**config.mk**
```make
export PLATFORM = sky130hd
export DESIGN_NAME = exu
export DESIGN_NICKNAME = d
export VERILOG_FILES = /design/src/source/exu_pkg.sv /design/src/source/mem_pkg.sv /design/src/source/alu.sv /design/src/source/lsu_sequencer.sv /design/src/source/byte_shifter.sv /design/src/source/exu_pipe_reg.sv /design/src/source/exu.sv
export SDC_FILE = /design/constraint.sdc
export NUM_CORES = 2
export LEC_CHECK = 0
export ABC_AREA = 1
export BUFFER_PORTS_ARGS = -buffer_cell sky130_fd_sc_hd__buf_2
export CAP_MARGIN = 20
export CORE_AREA = 4 4 383 385
export CTS_BUF_LIST = sky130_fd_sc_hd__clkbuf_16
export DETAILED_ROUTE_END_ITERATION = 8
export DIE_AREA = 0 0 387 389
export PLACE_DENSITY_LB_ADDON = 0.1
export REMOVE_ABC_BUFFERS = 1
export SLEW_MARGIN = 10
export SYNTH_ARGS = -nofsm -noshare
export SYNTH_HDL_FRONTEND = slang
export SYNTH_SLANG_ARGS = --single-unit
```
**constraint.sdc**
```tcl
create_clock -name clk -period 12.4 [get_ports clk]
set_input_delay 1.24 -clock clk [delete_from_list [all_inputs] [get_ports clk]]
set_output_delay 1.24 -clock clk [all_outputs]
set_load 0.01 [all_outputs]
```
**src/source/exu_pkg.sv**
```systemverilog
package exu_pkg;

	typedef logic [63:0] xlen_t;	// data or address word
	typedef logic [4:0] reg_index_t;	// gpr number
	typedef logic [11:0] csr_index_t;	// csr address

	// rd result select
	typedef enum logic [2:0] {
		alu_pass,	// ds1 straight through
		alu_add,
		alu_sub,
		alu_and,
		alu_or,
		alu_xor,
		alu_slt	// less than sets bit 0
	} alu_op_t;

	// second result select, csr write data or store data
	typedef enum logic [2:0] {
		csr_pass_ds1,
		csr_pass_ds2,	// store data path
		csr_set,	// ds1 | ds2
		csr_clear,	// ds1 & ~ds2
		csr_flip	// ds1 ^ ds2
	} csr_op_t;

	typedef enum logic [2:0] {
		branch_none,
		branch_beq,
		branch_bne,
		branch_blt,
		branch_bge,
		branch_jmp	// jal and jalr
	} branch_t;

	typedef struct packed {
		alu_op_t alu;
		csr_op_t csr;
		branch_t branch;
		logic unsign;	// unsigned compare and zero extend
		logic [3:0] size;	// one-hot, same codes as mem_pkg::access_size_t
		logic load;
		logic store;
	} exu_op_t;

	typedef struct packed {
		logic gpr_write;
		logic csr_write;
		reg_index_t rd_index;
		csr_index_t csr_index;
	} wb_ctrl_t;

endpackage

```
**src/source/mem_pkg.sv**
```systemverilog
package mem_pkg;

	typedef logic [3:0] access_size_t;	// one-hot byte count

	localparam access_size_t size_byte = 4'b0001;
	localparam access_size_t size_half = 4'b0010;
	localparam access_size_t size_word = 4'b0100;
	localparam access_size_t size_dword = 4'b1000;

	typedef logic [2:0] byte_offset_t;	// address bits 2:0

	// request toward the bus interface
	typedef struct packed {
		logic read;	// level, high in load state
		logic write;	// level, high in store state
		access_size_t size;
		exu_pkg::xlen_t addr;	// registered target
		exu_pkg::xlen_t wdata;	// registered lane data
	} mem_req_t;

endpackage

```
**src/source/alu.sv**
```systemverilog
`timescale 1ns/1ps

module alu (
	input exu_pkg::exu_op_t op,
	input exu_pkg::xlen_t ds1,
	input exu_pkg::xlen_t ds2,
	input exu_pkg::xlen_t as1,
	input exu_pkg::xlen_t as2,
	output exu_pkg::xlen_t alu_rd,
	output exu_pkg::xlen_t alu_aux,
	output exu_pkg::xlen_t target,
	output logic take_branch
);

	logic equal;
	logic less;

	assign equal = (ds1 == ds2);
	assign less = op.unsign ? (ds1 < ds2) : ($signed(ds1) < $signed(ds2));	// shared by slt and blt/bge

	assign target = as1 + as2;	// jump target and load/store address

	// rd result
	always_comb begin
		case (op.alu)
			exu_pkg::alu_pass: alu_rd = ds1;
			exu_pkg::alu_add: alu_rd = ds1 + ds2;
			exu_pkg::alu_sub: alu_rd = ds1 - ds2;
			exu_pkg::alu_and: alu_rd = ds1 & ds2;
			exu_pkg::alu_or: alu_rd = ds1 | ds2;
			exu_pkg::alu_xor: alu_rd = ds1 ^ ds2;
			exu_pkg::alu_slt: alu_rd = exu_pkg::xlen_t'(less);	// 0 or 1
			default: alu_rd = ds1;
		endcase
	end

	// csr write data, also store data via pass_ds2
	always_comb begin
		case (op.csr)
			exu_pkg::csr_pass_ds1: alu_aux = ds1;
			exu_pkg::csr_pass_ds2: alu_aux = ds2;
			exu_pkg::csr_set: alu_aux = ds1 | ds2;	// csrrs
			exu_pkg::csr_clear: alu_aux = ds1 & ~ds2;	// csrrc
			exu_pkg::csr_flip: alu_aux = ds1 ^ ds2;
			default: alu_aux = ds1;
		endcase
	end

	// branch decision
	always_comb begin
		case (op.branch)
			exu_pkg::branch_none: take_branch = 1'b0;
			exu_pkg::branch_beq: take_branch = equal;
			exu_pkg::branch_bne: take_branch = !equal;
			exu_pkg::branch_blt: take_branch = less;	// bltu when unsign
			exu_pkg::branch_bge: take_branch = !less;	// bgeu when unsign
			exu_pkg::branch_jmp: take_branch = 1'b1;	// always taken
			default: take_branch = 1'b0;
		endcase
	end

endmodule

```
**src/source/lsu_sequencer.sv**
```systemverilog
`timescale 1ns/1ps

module lsu_sequencer (
	input logic clk,
	input logic rst,
	input logic issue_valid,
	input exu_pkg::exu_op_t op,
	input mem_pkg::byte_offset_t offset,
	input logic down_hold,
	input logic mem_ready,
	output logic mem_read,
	output logic mem_write,
	output logic busy,
	output logic load_capture,
	output logic load_mis,
	output logic store_mis
);

	typedef enum logic [1:0] {
		idle,
		load,	// read strobe up, wait for ready
		load_data,	// bus data valid this cycle
		store	// write strobe up, wait for ready
	} state_t;

	state_t state;
	logic misaligned;
	logic start_load;
	logic start_store;

	// access must stay inside one dword
	always_comb begin
		case (op.size)
			mem_pkg::size_half: misaligned = (offset == 3'd7);
			mem_pkg::size_word: misaligned = (offset[1:0] != 2'b00);
			mem_pkg::size_dword: misaligned = (offset != 3'd0);
			default: misaligned = 1'b0;	// byte fits anywhere
		endcase
	end

	assign load_mis = issue_valid & op.load & misaligned;
	assign store_mis = issue_valid & op.store & misaligned;

	assign start_load = (state == idle) & issue_valid & op.load & !misaligned;
	assign start_store = (state == idle) & issue_valid & op.store & !misaligned;

	always_ff @(posedge clk) begin
		if (rst) begin
			state <= idle;
		end else if (!down_hold) begin	// later stage stalled, freeze
			case (state)
				idle: begin
					if (start_load) begin
						state <= load;
					end else if (start_store) begin
						state <= store;
					end
				end
				load: if (mem_ready) state <= load_data;	// data follows one cycle later
				load_data: state <= idle;
				store: if (mem_ready) state <= idle;
				default: state <= idle;
			endcase
		end
	end

	assign mem_read = (state == load);
	assign mem_write = (state == store);
	assign load_capture = (state == load_data);

	// stall issue until the result can register
	assign busy = start_load | start_store | (state == load) | ((state == store) & !mem_ready);

endmodule

```
**src/source/byte_shifter.sv**
```systemverilog
`timescale 1ns/1ps

module byte_shifter (
	input exu_pkg::exu_op_t op,
	input mem_pkg::byte_offset_t offset,
	input exu_pkg::xlen_t wdata,
	input exu_pkg::xlen_t rdata,
	output exu_pkg::xlen_t wdata_lane,
	output exu_pkg::xlen_t load_data
);

	logic [5:0] shamt;	// offset in bits
	exu_pkg::xlen_t rshift;

	assign shamt = {offset, 3'b000};

	assign wdata_lane = wdata << shamt;	// low bytes onto addressed lanes
	assign rshift = rdata >> shamt;	// addressed lanes down to bit 0

	// mask to access size then extend
	always_comb begin
		case (op.size)
			mem_pkg::size_byte: begin
				load_data = op.unsign ? {56'b0, rshift[7:0]}
					: {{56{rshift[7]}}, rshift[7:0]};	// lb / lbu
			end
			mem_pkg::size_half: begin
				load_data = op.unsign ? {48'b0, rshift[15:0]}
					: {{48{rshift[15]}}, rshift[15:0]};	// lh / lhu
			end
			mem_pkg::size_word: begin
				load_data = op.unsign ? {32'b0, rshift[31:0]}
					: {{32{rshift[31]}}, rshift[31:0]};	// lw / lwu
			end
			default: load_data = rshift;	// ld, full word
		endcase
	end

endmodule

```
**src/source/exu_pipe_reg.sv**
```systemverilog
`timescale 1ns/1ps

module exu_pipe_reg (
	input logic clk,
	input logic rst,
	input logic issue_valid,
	input exu_pkg::wb_ctrl_t wb,
	input exu_pkg::xlen_t pc,
	input exu_pkg::xlen_t tval_in,
	input exu_pkg::reg_index_t rs1_index,
	input exu_pkg::reg_index_t rs2_index,
	input logic war_check,
	input logic issue_system,
	input logic issue_jmp,
	input logic down_hold,
	input logic down_nop,
	input logic down_war,
	input exu_pkg::xlen_t alu_rd,
	input exu_pkg::xlen_t alu_aux,
	input exu_pkg::xlen_t target,
	input exu_pkg::xlen_t wdata_lane,
	input exu_pkg::xlen_t load_data,
	input logic take_branch,
	input logic busy,
	input logic load_capture,
	input logic load_mis,
	input logic store_mis,
	input logic mem_read,
	input logic mem_write,
	input mem_pkg::access_size_t size,
	output logic hold,
	output logic nop,
	output logic war,
	output exu_pkg::xlen_t rd_data,
	output exu_pkg::xlen_t csr_data,
	output exu_pkg::xlen_t new_pc,
	output exu_pkg::xlen_t pc_out,
	output exu_pkg::xlen_t tval,
	output exu_pkg::wb_ctrl_t wb_out,
	output logic pc_jmp,
	output logic valid,
	output logic system,
	output logic load_addr_mis,
	output logic store_addr_mis,
	output mem_pkg::mem_req_t mem_req
);

	logic exception;
	logic retire;	// op completes this cycle without trap
	exu_pkg::xlen_t addr_q;
	exu_pkg::xlen_t wdata_q;

	assign exception = load_mis | store_mis;
	assign retire = issue_valid & !busy & !exception;

	// flow control back to issue
	assign hold = busy | down_hold;
	assign nop = exception | issue_system | issue_jmp | down_nop;	// flush younger ops
	assign war = (war_check & wb.gpr_write
		& ((rs1_index == wb.rd_index) | (rs2_index == wb.rd_index))) | down_war;

	always_ff @(posedge clk) begin
		if (!down_hold) begin
			rd_data <= load_capture ? load_data : alu_rd;
			csr_data <= alu_aux;
			new_pc <= target;
			pc_out <= pc;
			tval <= exception ? target : tval_in;	// faulting address on trap
			addr_q <= target;	// bus addr one cycle behind
			wdata_q <= wdata_lane;
		end
	end

	always_ff @(posedge clk) begin
		if (rst || down_nop) begin
			valid <= 1'b0;
			pc_jmp <= 1'b0;
			system <= 1'b0;
			load_addr_mis <= 1'b0;
			store_addr_mis <= 1'b0;
			wb_out.gpr_write <= 1'b0;
			wb_out.csr_write <= 1'b0;
		end else if (!down_hold) begin
			valid <= (issue_valid & !busy) | exception;	// traps pass on as valid
			pc_jmp <= retire & take_branch;
			system <= (issue_valid & issue_system) | exception;
			load_addr_mis <= load_mis;
			store_addr_mis <= store_mis;
			wb_out.gpr_write <= retire & wb.gpr_write;	// no write from a trapped op
			wb_out.csr_write <= retire & wb.csr_write;
			wb_out.rd_index <= wb.rd_index;
			wb_out.csr_index <= wb.csr_index;
		end
	end

	assign mem_req = '{read: mem_read, write: mem_write, size: size, addr: addr_q, wdata: wdata_q};

endmodule

```
**src/source/exu.sv**
```systemverilog
`timescale 1ns/1ps

module exu (
	input logic clk,
	input logic rst,
	input logic issue_valid,
	input exu_pkg::exu_op_t op,
	input exu_pkg::wb_ctrl_t wb,
	input exu_pkg::xlen_t ds1,
	input exu_pkg::xlen_t ds2,
	input exu_pkg::xlen_t as1,
	input exu_pkg::xlen_t as2,
	input exu_pkg::xlen_t pc,
	input exu_pkg::xlen_t tval_in,
	input exu_pkg::reg_index_t rs1_index,
	input exu_pkg::reg_index_t rs2_index,
	input logic war_check,
	input logic issue_system,
	input logic issue_jmp,
	input logic down_hold,
	input logic down_nop,
	input logic down_war,
	input logic mem_ready,	// one-cycle pulse
	input exu_pkg::xlen_t mem_rdata,	// valid the cycle after mem_ready
	output mem_pkg::mem_req_t mem_req,
	output logic hold,
	output logic nop,
	output logic war,
	output exu_pkg::xlen_t rd_data,
	output exu_pkg::xlen_t csr_data,
	output exu_pkg::xlen_t new_pc,
	output exu_pkg::xlen_t pc_out,
	output exu_pkg::xlen_t tval,
	output exu_pkg::wb_ctrl_t wb_out,
	output logic pc_jmp,
	output logic valid,
	output logic system,
	output logic load_addr_mis,
	output logic store_addr_mis
);

	exu_pkg::xlen_t alu_rd;
	exu_pkg::xlen_t alu_aux;	// csr data or store data
	exu_pkg::xlen_t target;
	exu_pkg::xlen_t wdata_lane;
	exu_pkg::xlen_t load_data;
	mem_pkg::byte_offset_t offset;
	logic take_branch;
	logic mem_read;
	logic mem_write;
	logic busy;
	logic load_capture;
	logic load_mis;
	logic store_mis;

	assign offset = target[2:0];	// byte lane of the access

	alu u_alu (
		.op(op), .ds1(ds1), .ds2(ds2), .as1(as1), .as2(as2),
		.alu_rd(alu_rd), .alu_aux(alu_aux), .target(target), .take_branch(take_branch)
	);

	lsu_sequencer u_lsu_sequencer (
		.clk(clk), .rst(rst), .issue_valid(issue_valid), .op(op), .offset(offset),
		.down_hold(down_hold), .mem_ready(mem_ready),
		.mem_read(mem_read), .mem_write(mem_write), .busy(busy),
		.load_capture(load_capture), .load_mis(load_mis), .store_mis(store_mis)
	);

	byte_shifter u_byte_shifter (
		.op(op), .offset(offset), .wdata(alu_aux), .rdata(mem_rdata),
		.wdata_lane(wdata_lane), .load_data(load_data)
	);

	exu_pipe_reg u_exu_pipe_reg (
		.clk(clk), .rst(rst), .issue_valid(issue_valid), .wb(wb), .pc(pc),
		.tval_in(tval_in), .rs1_index(rs1_index), .rs2_index(rs2_index),
		.war_check(war_check), .issue_system(issue_system), .issue_jmp(issue_jmp),
		.down_hold(down_hold), .down_nop(down_nop), .down_war(down_war),
		.alu_rd(alu_rd), .alu_aux(alu_aux), .target(target), .wdata_lane(wdata_lane),
		.load_data(load_data), .take_branch(take_branch), .busy(busy),
		.load_capture(load_capture), .load_mis(load_mis), .store_mis(store_mis),
		.mem_read(mem_read), .mem_write(mem_write), .size(op.size),
		.hold(hold), .nop(nop), .war(war), .rd_data(rd_data), .csr_data(csr_data),
		.new_pc(new_pc), .pc_out(pc_out), .tval(tval), .wb_out(wb_out), .pc_jmp(pc_jmp),
		.valid(valid), .system(system), .load_addr_mis(load_addr_mis),
		.store_addr_mis(store_addr_mis), .mem_req(mem_req)
	);

endmodule

```
======== Word level (Yosys, flattened, before mapping) ========
Cells that the tools add are included.
storage, ports and cells
  output and inout bits ................... 481
  flip-flop bits (word level) ............. 410
  input bits .............................. 503
  logic and storage cells ................. 117
cells by class
  shift-type cells ........................ 2
  $add $sub $neg .......................... 3
  multiplexer cells ....................... 16
  magnitude comparators ................... 2
  reduce and logical (&&, ||, !) cells .... 12
  equal/unequal tests ..................... 29
  bitwise gates (word level) .............. 37
operators by type and width
  cell                                                             count
  64-bit one-hot mux with 6 select lines                           1
  64-bit 2-to-1 mux                                                5
  64-bit one-hot mux with 4 select lines                           1
  64-bit one-hot mux with 3 select lines                           1
  64-bit adder                                                     2
  64-bit AND                                                       2
  64-bit < comparator                                              2
  64-bit == test                                                   1
  64-bit NOT                                                       1
  64-bit OR                                                        1
  64-bit by 6-bit << shifter with 64-bit output                    1
  64-bit by 6-bit right shift with 64-bit output                   1
  64-bit subtractor                                                1
  64-bit bitwise XOR                                               1
  3-bit == test, second input constant                             7
  1-bit AND                                                        18
  3-bit by 2-bit == test with 1-bit output, second input constant  6
  1-bit OR                                                         12
  5-bit == test                                                    2
  3-bit by 1-bit == test with 1-bit output, second input constant  3
  2-bit 2-to-1 mux                                                 4
  2-bit one-hot mux with 4 select lines                            1
  1-bit zero test                                                  6
  1-bit one-hot mux with 5 select lines                            1
  17 further kinds                                                 20

======== Longest topological paths before layout ========
  word-level depth ........................ 12
  mapped depth ............................ 21
  mapped depth without buffers ............ 21

======== By module ========
Synthesis repeated with hierarchy kept, for this count alone.
second synthesis, totals
  cell total of the unflattened synthesis .. 6095
  area, all modules ....................... 40746.6 sq um
by module, submodules not included
  module         area an instance (sq um)  seq. area each (sq um)  cells each  instances
  alu            21615.7                   0.0                     4328        1
  exu_pipe_reg   14675.3                   12181.7                 839         1
  byte_shifter   4179.0                    0.0                     880         1
  lsu_sequencer  276.5                     40.0                    48          1

======== Least setup slack after synthesis ========
OpenSTA, ideal clock, no wires.
  path type ............................... input port to output port
  from .................................... in down_hold
  to ...................................... out hold
  stages on the path ...................... 2
  slack ................................... -0.008 ns
  data required time ...................... 11.160 ns
  data arrival time ....................... 11.168 ns
  buffers on the path ..................... 0
  cells stage by stage .................... clkinv_1 > nand4_1
on the way
  cells in the longest elaborated chain, start to end .. 1
RTL lines
  item                RTL line            text
  start: declaration  exu.sv:20           input logic down_hold,
  1-bit OR            exu_pipe_reg.sv:57  assign hold = busy | down_hold;
  end: declaration    exu.sv:26           output logic hold,
Every way passes these cells.

======== Final worst setup path ========
  from .................................... in as1[0]
  to ...................................... out nop
on the way
  cells in the longest elaborated chain, start to end .. 8
  elaborated cells between the ends (all ways) .. 11
  classes of those cells .................. add/sub: 1; eq/ne: 1; mux: 1; bitwise: 6; reduce/logical: 2
RTL lines
  item                                     RTL line                                  text
  start: declaration                       exu.sv:11                                 input exu_pkg::xlen_t as1,
  64-bit adder *                           alu.sv:21                                 assign target = as1 + as2;
  named net target[1]                      exu.sv:44                                 exu_pkg::xlen_t target;
  3-bit == test (tied with other cells)    lsu_sequencer.sv:34                       mem_pkg::size_half: misaligned = (offset == 3'd7);
  1-bit one-hot mux with 3 select lines *  lsu_sequencer.sv:33                       case (op.size)
  1-bit AND (on tied branches)             lsu_sequencer.sv:41, lsu_sequencer.sv:42
  1-bit OR *                               exu_pipe_reg.sv:53                        assign exception = load_mis | store_mis;
  1-bit OR * (3 in a row)                  exu_pipe_reg.sv:58                        assign nop = exception | issue_system | issue_jmp | down_nop;
  end: declaration                         exu.sv:27                                 output logic nop,
Mark *: on every way through the listed nets, which the timed path passes. The rest lies on a longest branch.

==> results.md <==
* Run status: finished, final reports clean
* Fin. Hold Viols at 0
* Signal arrival time at the worst endpoint at 5470 ps
* Horizontal die dimension at roughly 390 um
* Insertion delay to the later sink of the worst-skew pair at ~680 ps
* Average cell area after synthesis at between 6 and 7 um^2
* PortBufs at 983
* Cell area after technology mapping at roughly 39000 um^2
* Post-CTS sizing at 0
* Cell at the root of the clock tree: sky130_fd_sc_hd__clkbuf_16
* Depth of the worst register-to-register path at 8
* Unrepaired setup endpoints after global routing: false
* Clock slew seen by the registers of the worst setup and hold paths at 60 ps
* Worst setup SP type: primary input
* Register-to-register setup slack at just over 9000 ps
* Initial standard-cell utilization of the core at 26.9%
* Detailed-route via count at about 45000
* Worst min-delay path startpoint: u_exu_pipe_reg.wb_out[18]
* Cell type with the largest total area after synthesis: sky130_fd_sc_hd__edfxtp_1
* Overflow after GRT at 0
* Power density relative to cell area at roughly 130 nW/um^2
* Cell family contributing the most delay on the critical path: simple AND/OR/NAND/NOR gates
* Initial antenna violation count at 68
* Number of hold-repair buffers added at the cts stage at 0
* Sum of routed wire length over all layers at ~280000 um
* Register area at ~12000 um^2
* Via count normalized by instance count at around 5.4
* Cell with the most instances after synthesis: sky130_fd_sc_hd__nand2_1
* Critical path data required time at roughly 11000 ps
* Leading post-synthesis cells by cell area: sky130_fd_sc_hd__edfxtp_1 (31%), sky130_fd_sc_hd__nand2_1 (13%), sky130_fd_sc_hd__ha_1 (8.5%), sky130_fd_sc_hd__inv_1 (7.1%), sky130_fd_sc_hd__nor2_1 (5.7%)
* Min cycle time layout at between 6000 and 7000 ps
* Total GRT Usage at about 35%
* Worst slew slack as a fraction of its limit at between 10% and 20%
* Number of max-cap violations at 0
* Top-area cell type share of the netlist area at 31.3%
* Setup TNS after final layout at 0 ps
* Avg WL per Cell at roughly 33 um
* Number of top-level design ports at between 900 and 1000
* Critical path type: primary input to primary output
* Max H-tree Level at 2
* Wire length of the first global-routing pass at approximately 360000 um
* Worst R2R Start: u_lsu_sequencer.state[1]
* Hold EP: u_exu_pipe_reg.wb_out[18]
* Cell types with the highest counts after synthesis: sky130_fd_sc_hd__nand2_1 (1345), sky130_fd_sc_hd__inv_1 (733), sky130_fd_sc_hd__nor2_1 (589), sky130_fd_sc_hd__edfxtp_1 (401), sky130_fd_sc_hd__a21oi_1 (383)
* Setup violation total in the final timing report at 0
* Synth unique cells at 72
* Fill cell instance count of the final layout at approximately 16000
* Async set-or-reset flop fraction in the synthesized netlist at 0%
* Crit-path cells: buf_2, ha_4, fa_4, nor2_4, inv_1, o21ai_0, nand2_1, inv_2, nor2_1, a21oi_4, buf_4, nand2_1, buf_2
* Buffer count from post-CTS setup fixing at 0
* DP Area at between 40000 and 50000 um^2
* Post-Synthesis Cells at roughly 5500
* Final weighted congestion in routability-driven placement at about 1.0
* Max IR drop VDD at around 0.12 mV
* Ys flop type: sky130_fd_sc_hd__edfxtp_1
* Layout cells sized above 1 at about a fifth
* Remaining design rule violation count at 0
* Largest net degree at the start of global routing at 93
* CTS sink cnt at 410
* Tcrit/Tclk final at between 50% and 60%
* Largest fanout on the critical path at 38
* Worst Hold Slack at 476 ps
* Core Box Area at 143000 um^2
* Max Clock Freq at between 100 and 150 MHz
* Cells after DPL at 8158
* Antenna Violating Nets Remaining at 0
* Delay contributed by the slowest stage of the critical path at 940 ps
* CTS tree: yes
* Final instance count without filler cells at slightly above 8000
* Slowest cell on crit path: sky130_fd_sc_hd__nor2_4
* Power after layout at between 5 and 6 mW
* Vias in the first global route at 41900
* Critical path capture point type: primary output
* Leakage power at ~21 nW
* Pins over their slew limit at 0
* Share of synthesized area occupied by flip-flops and latches at a little under a third
* Yosys Warn Count at 0
* Final instance area at about 46000 um^2
* Clock buffer depth at 3
* Number of detailed-routing iterations run before antenna repair at 7
* CTS Buf Count at approximately 50
* Worst R2R End: u_exu_pipe_reg.rd_data[15]
* First DRT Iteration DRCs at 5473
* Layout overhead on the synthesized area at 20.6%
* Overall die height at around 390 um
* Worst Hold Depth at 2
* Detailed-placement wirelength estimate at 234000 um
* Worst min path class: register to register
* EDFF count, synth at between 400 and 500
* Number of nets in the final layout at between 7000 and 8000
* Final worst clock skew at around 30 ps
* Overall die area at roughly 150000 um^2
* Critical path buffer and inverter count at 5
* Site row count at 139
* Number of synthesized register bits at around 400
* Area occupied by multi-input gates at approximately 22000 um^2
* Worst slew pin tran at 1270 ps
## worst min-delay path: cells and delay by family (launching register included)
kind | cells | cell delay, ps
AND/OR/NAND/NOR | 1 | 60
flip-flops | 1 | 310
AO/OA/AOI/OAI | 1 | 60
## metal layers
layer / track usage (%) / vias to the layer above / wire length (um)
met5: 0 / - / 184
met4: 12.0 / 28 / 11400
met3: 7.13 / 359 / 23000
met2: 56.3 / 2319 / 126000
met1: 45.5 / 22200 / 115000
li1: - / 20100 / -
## kinds of logic after synthesis
logic type | share of synthesized area [%]
compound gates | 19.7
xor+xnor | 1.47
fa+ha+maj | 8.64
buf+inv | 11.6
flops | 31.7
mux | 0.0780
simple gates | 26.8
## through the flow
| step | utilization, % | worst slack, ps |
|---|---|---|
| 2_1_floorplan | - | -7.68 |
| 3_3_place_gp | 31.2 | 5750 |
| 3_5_place_dp | 31.2 | 5670 |
| 4_1_cts | 32.4 | 5690 |
| 5_1_grt | 32.4 | 5590 |
| 6_report | 32.4 | 5690 |
## report_power, final
part	total (mW)	switching (mW)	leakage (nW)	internal [mW]
Combinational	2.40	1.77	16.5	0.626
Sequential	1.90	0.146	3.99	1.75
Clock	1.54	0.679	0.846	0.862
## worst max-delay path by stage
stage,from,end,slack (ps),cells after the start
4_1_cts,as1[0],nop,5690,13
3_5_place_dp,as1[0],nop,5670,13
3_3_place_gp,as1[0],nop,5750,13
5_1_grt,as1[0],nop,5590,13
2_1_floorplan,down_hold,hold,-8,2
6_report,as1[0],nop,5690,13
## placed cells by master, fill, tap and decap left out, types with 40 or more instances in the layout
cell                        count
sky130_fd_sc_hd__a21oi_1      383
sky130_fd_sc_hd__nor2_1       582
sky130_fd_sc_hd__nand4_1       40
sky130_fd_sc_hd__nor3_1        70
sky130_fd_sc_hd__ha_1         260
sky130_fd_sc_hd__xor2_1        43
sky130_fd_sc_hd__nand3_1      362
sky130_fd_sc_hd__o21ai_1       76
sky130_fd_sc_hd__o22ai_1       80
sky130_fd_sc_hd__a221oi_1      86
sky130_fd_sc_hd__buf_2        983
sky130_fd_sc_hd__inv_1        738
sky130_fd_sc_hd__nand2_1     1345
sky130_fd_sc_hd__edfxtp_1     401
sky130_fd_sc_hd__buf_4         49
sky130_fd_sc_hd__clkbuf_16     51
sky130_fd_sc_hd__o21ai_0      350
## flip-flops by register name, indices dropped and copies added (netlist names)
register                       count
u_exu_pipe_reg.pc_out             64
u_exu_pipe_reg.wb_out             19
u_exu_pipe_reg.valid               1
u_exu_pipe_reg.pc_jmp              1
u_exu_pipe_reg.tval               64
u_exu_pipe_reg.store_addr_mis      1
u_exu_pipe_reg.wdata_q            64
u_exu_pipe_reg.csr_data           64
u_lsu_sequencer.state              2
u_exu_pipe_reg.addr_q             64
u_exu_pipe_reg.system              1
u_exu_pipe_reg.rd_data            64
u_exu_pipe_reg.load_addr_mis       1
## layout make-up
type	instances	share of cell area, %
Antenna cell	22	0.119
Clock buffer	51	2.75
Clock inverter	40	0.884
Inverter	756	6.13
Multi-Input combinational cell	4055	47.2
Sequential cell	410	26.3
Tap cell	1903	5.13
Timing Repair Buffer	1035	11.5
(Power assumes the default switching activity.)
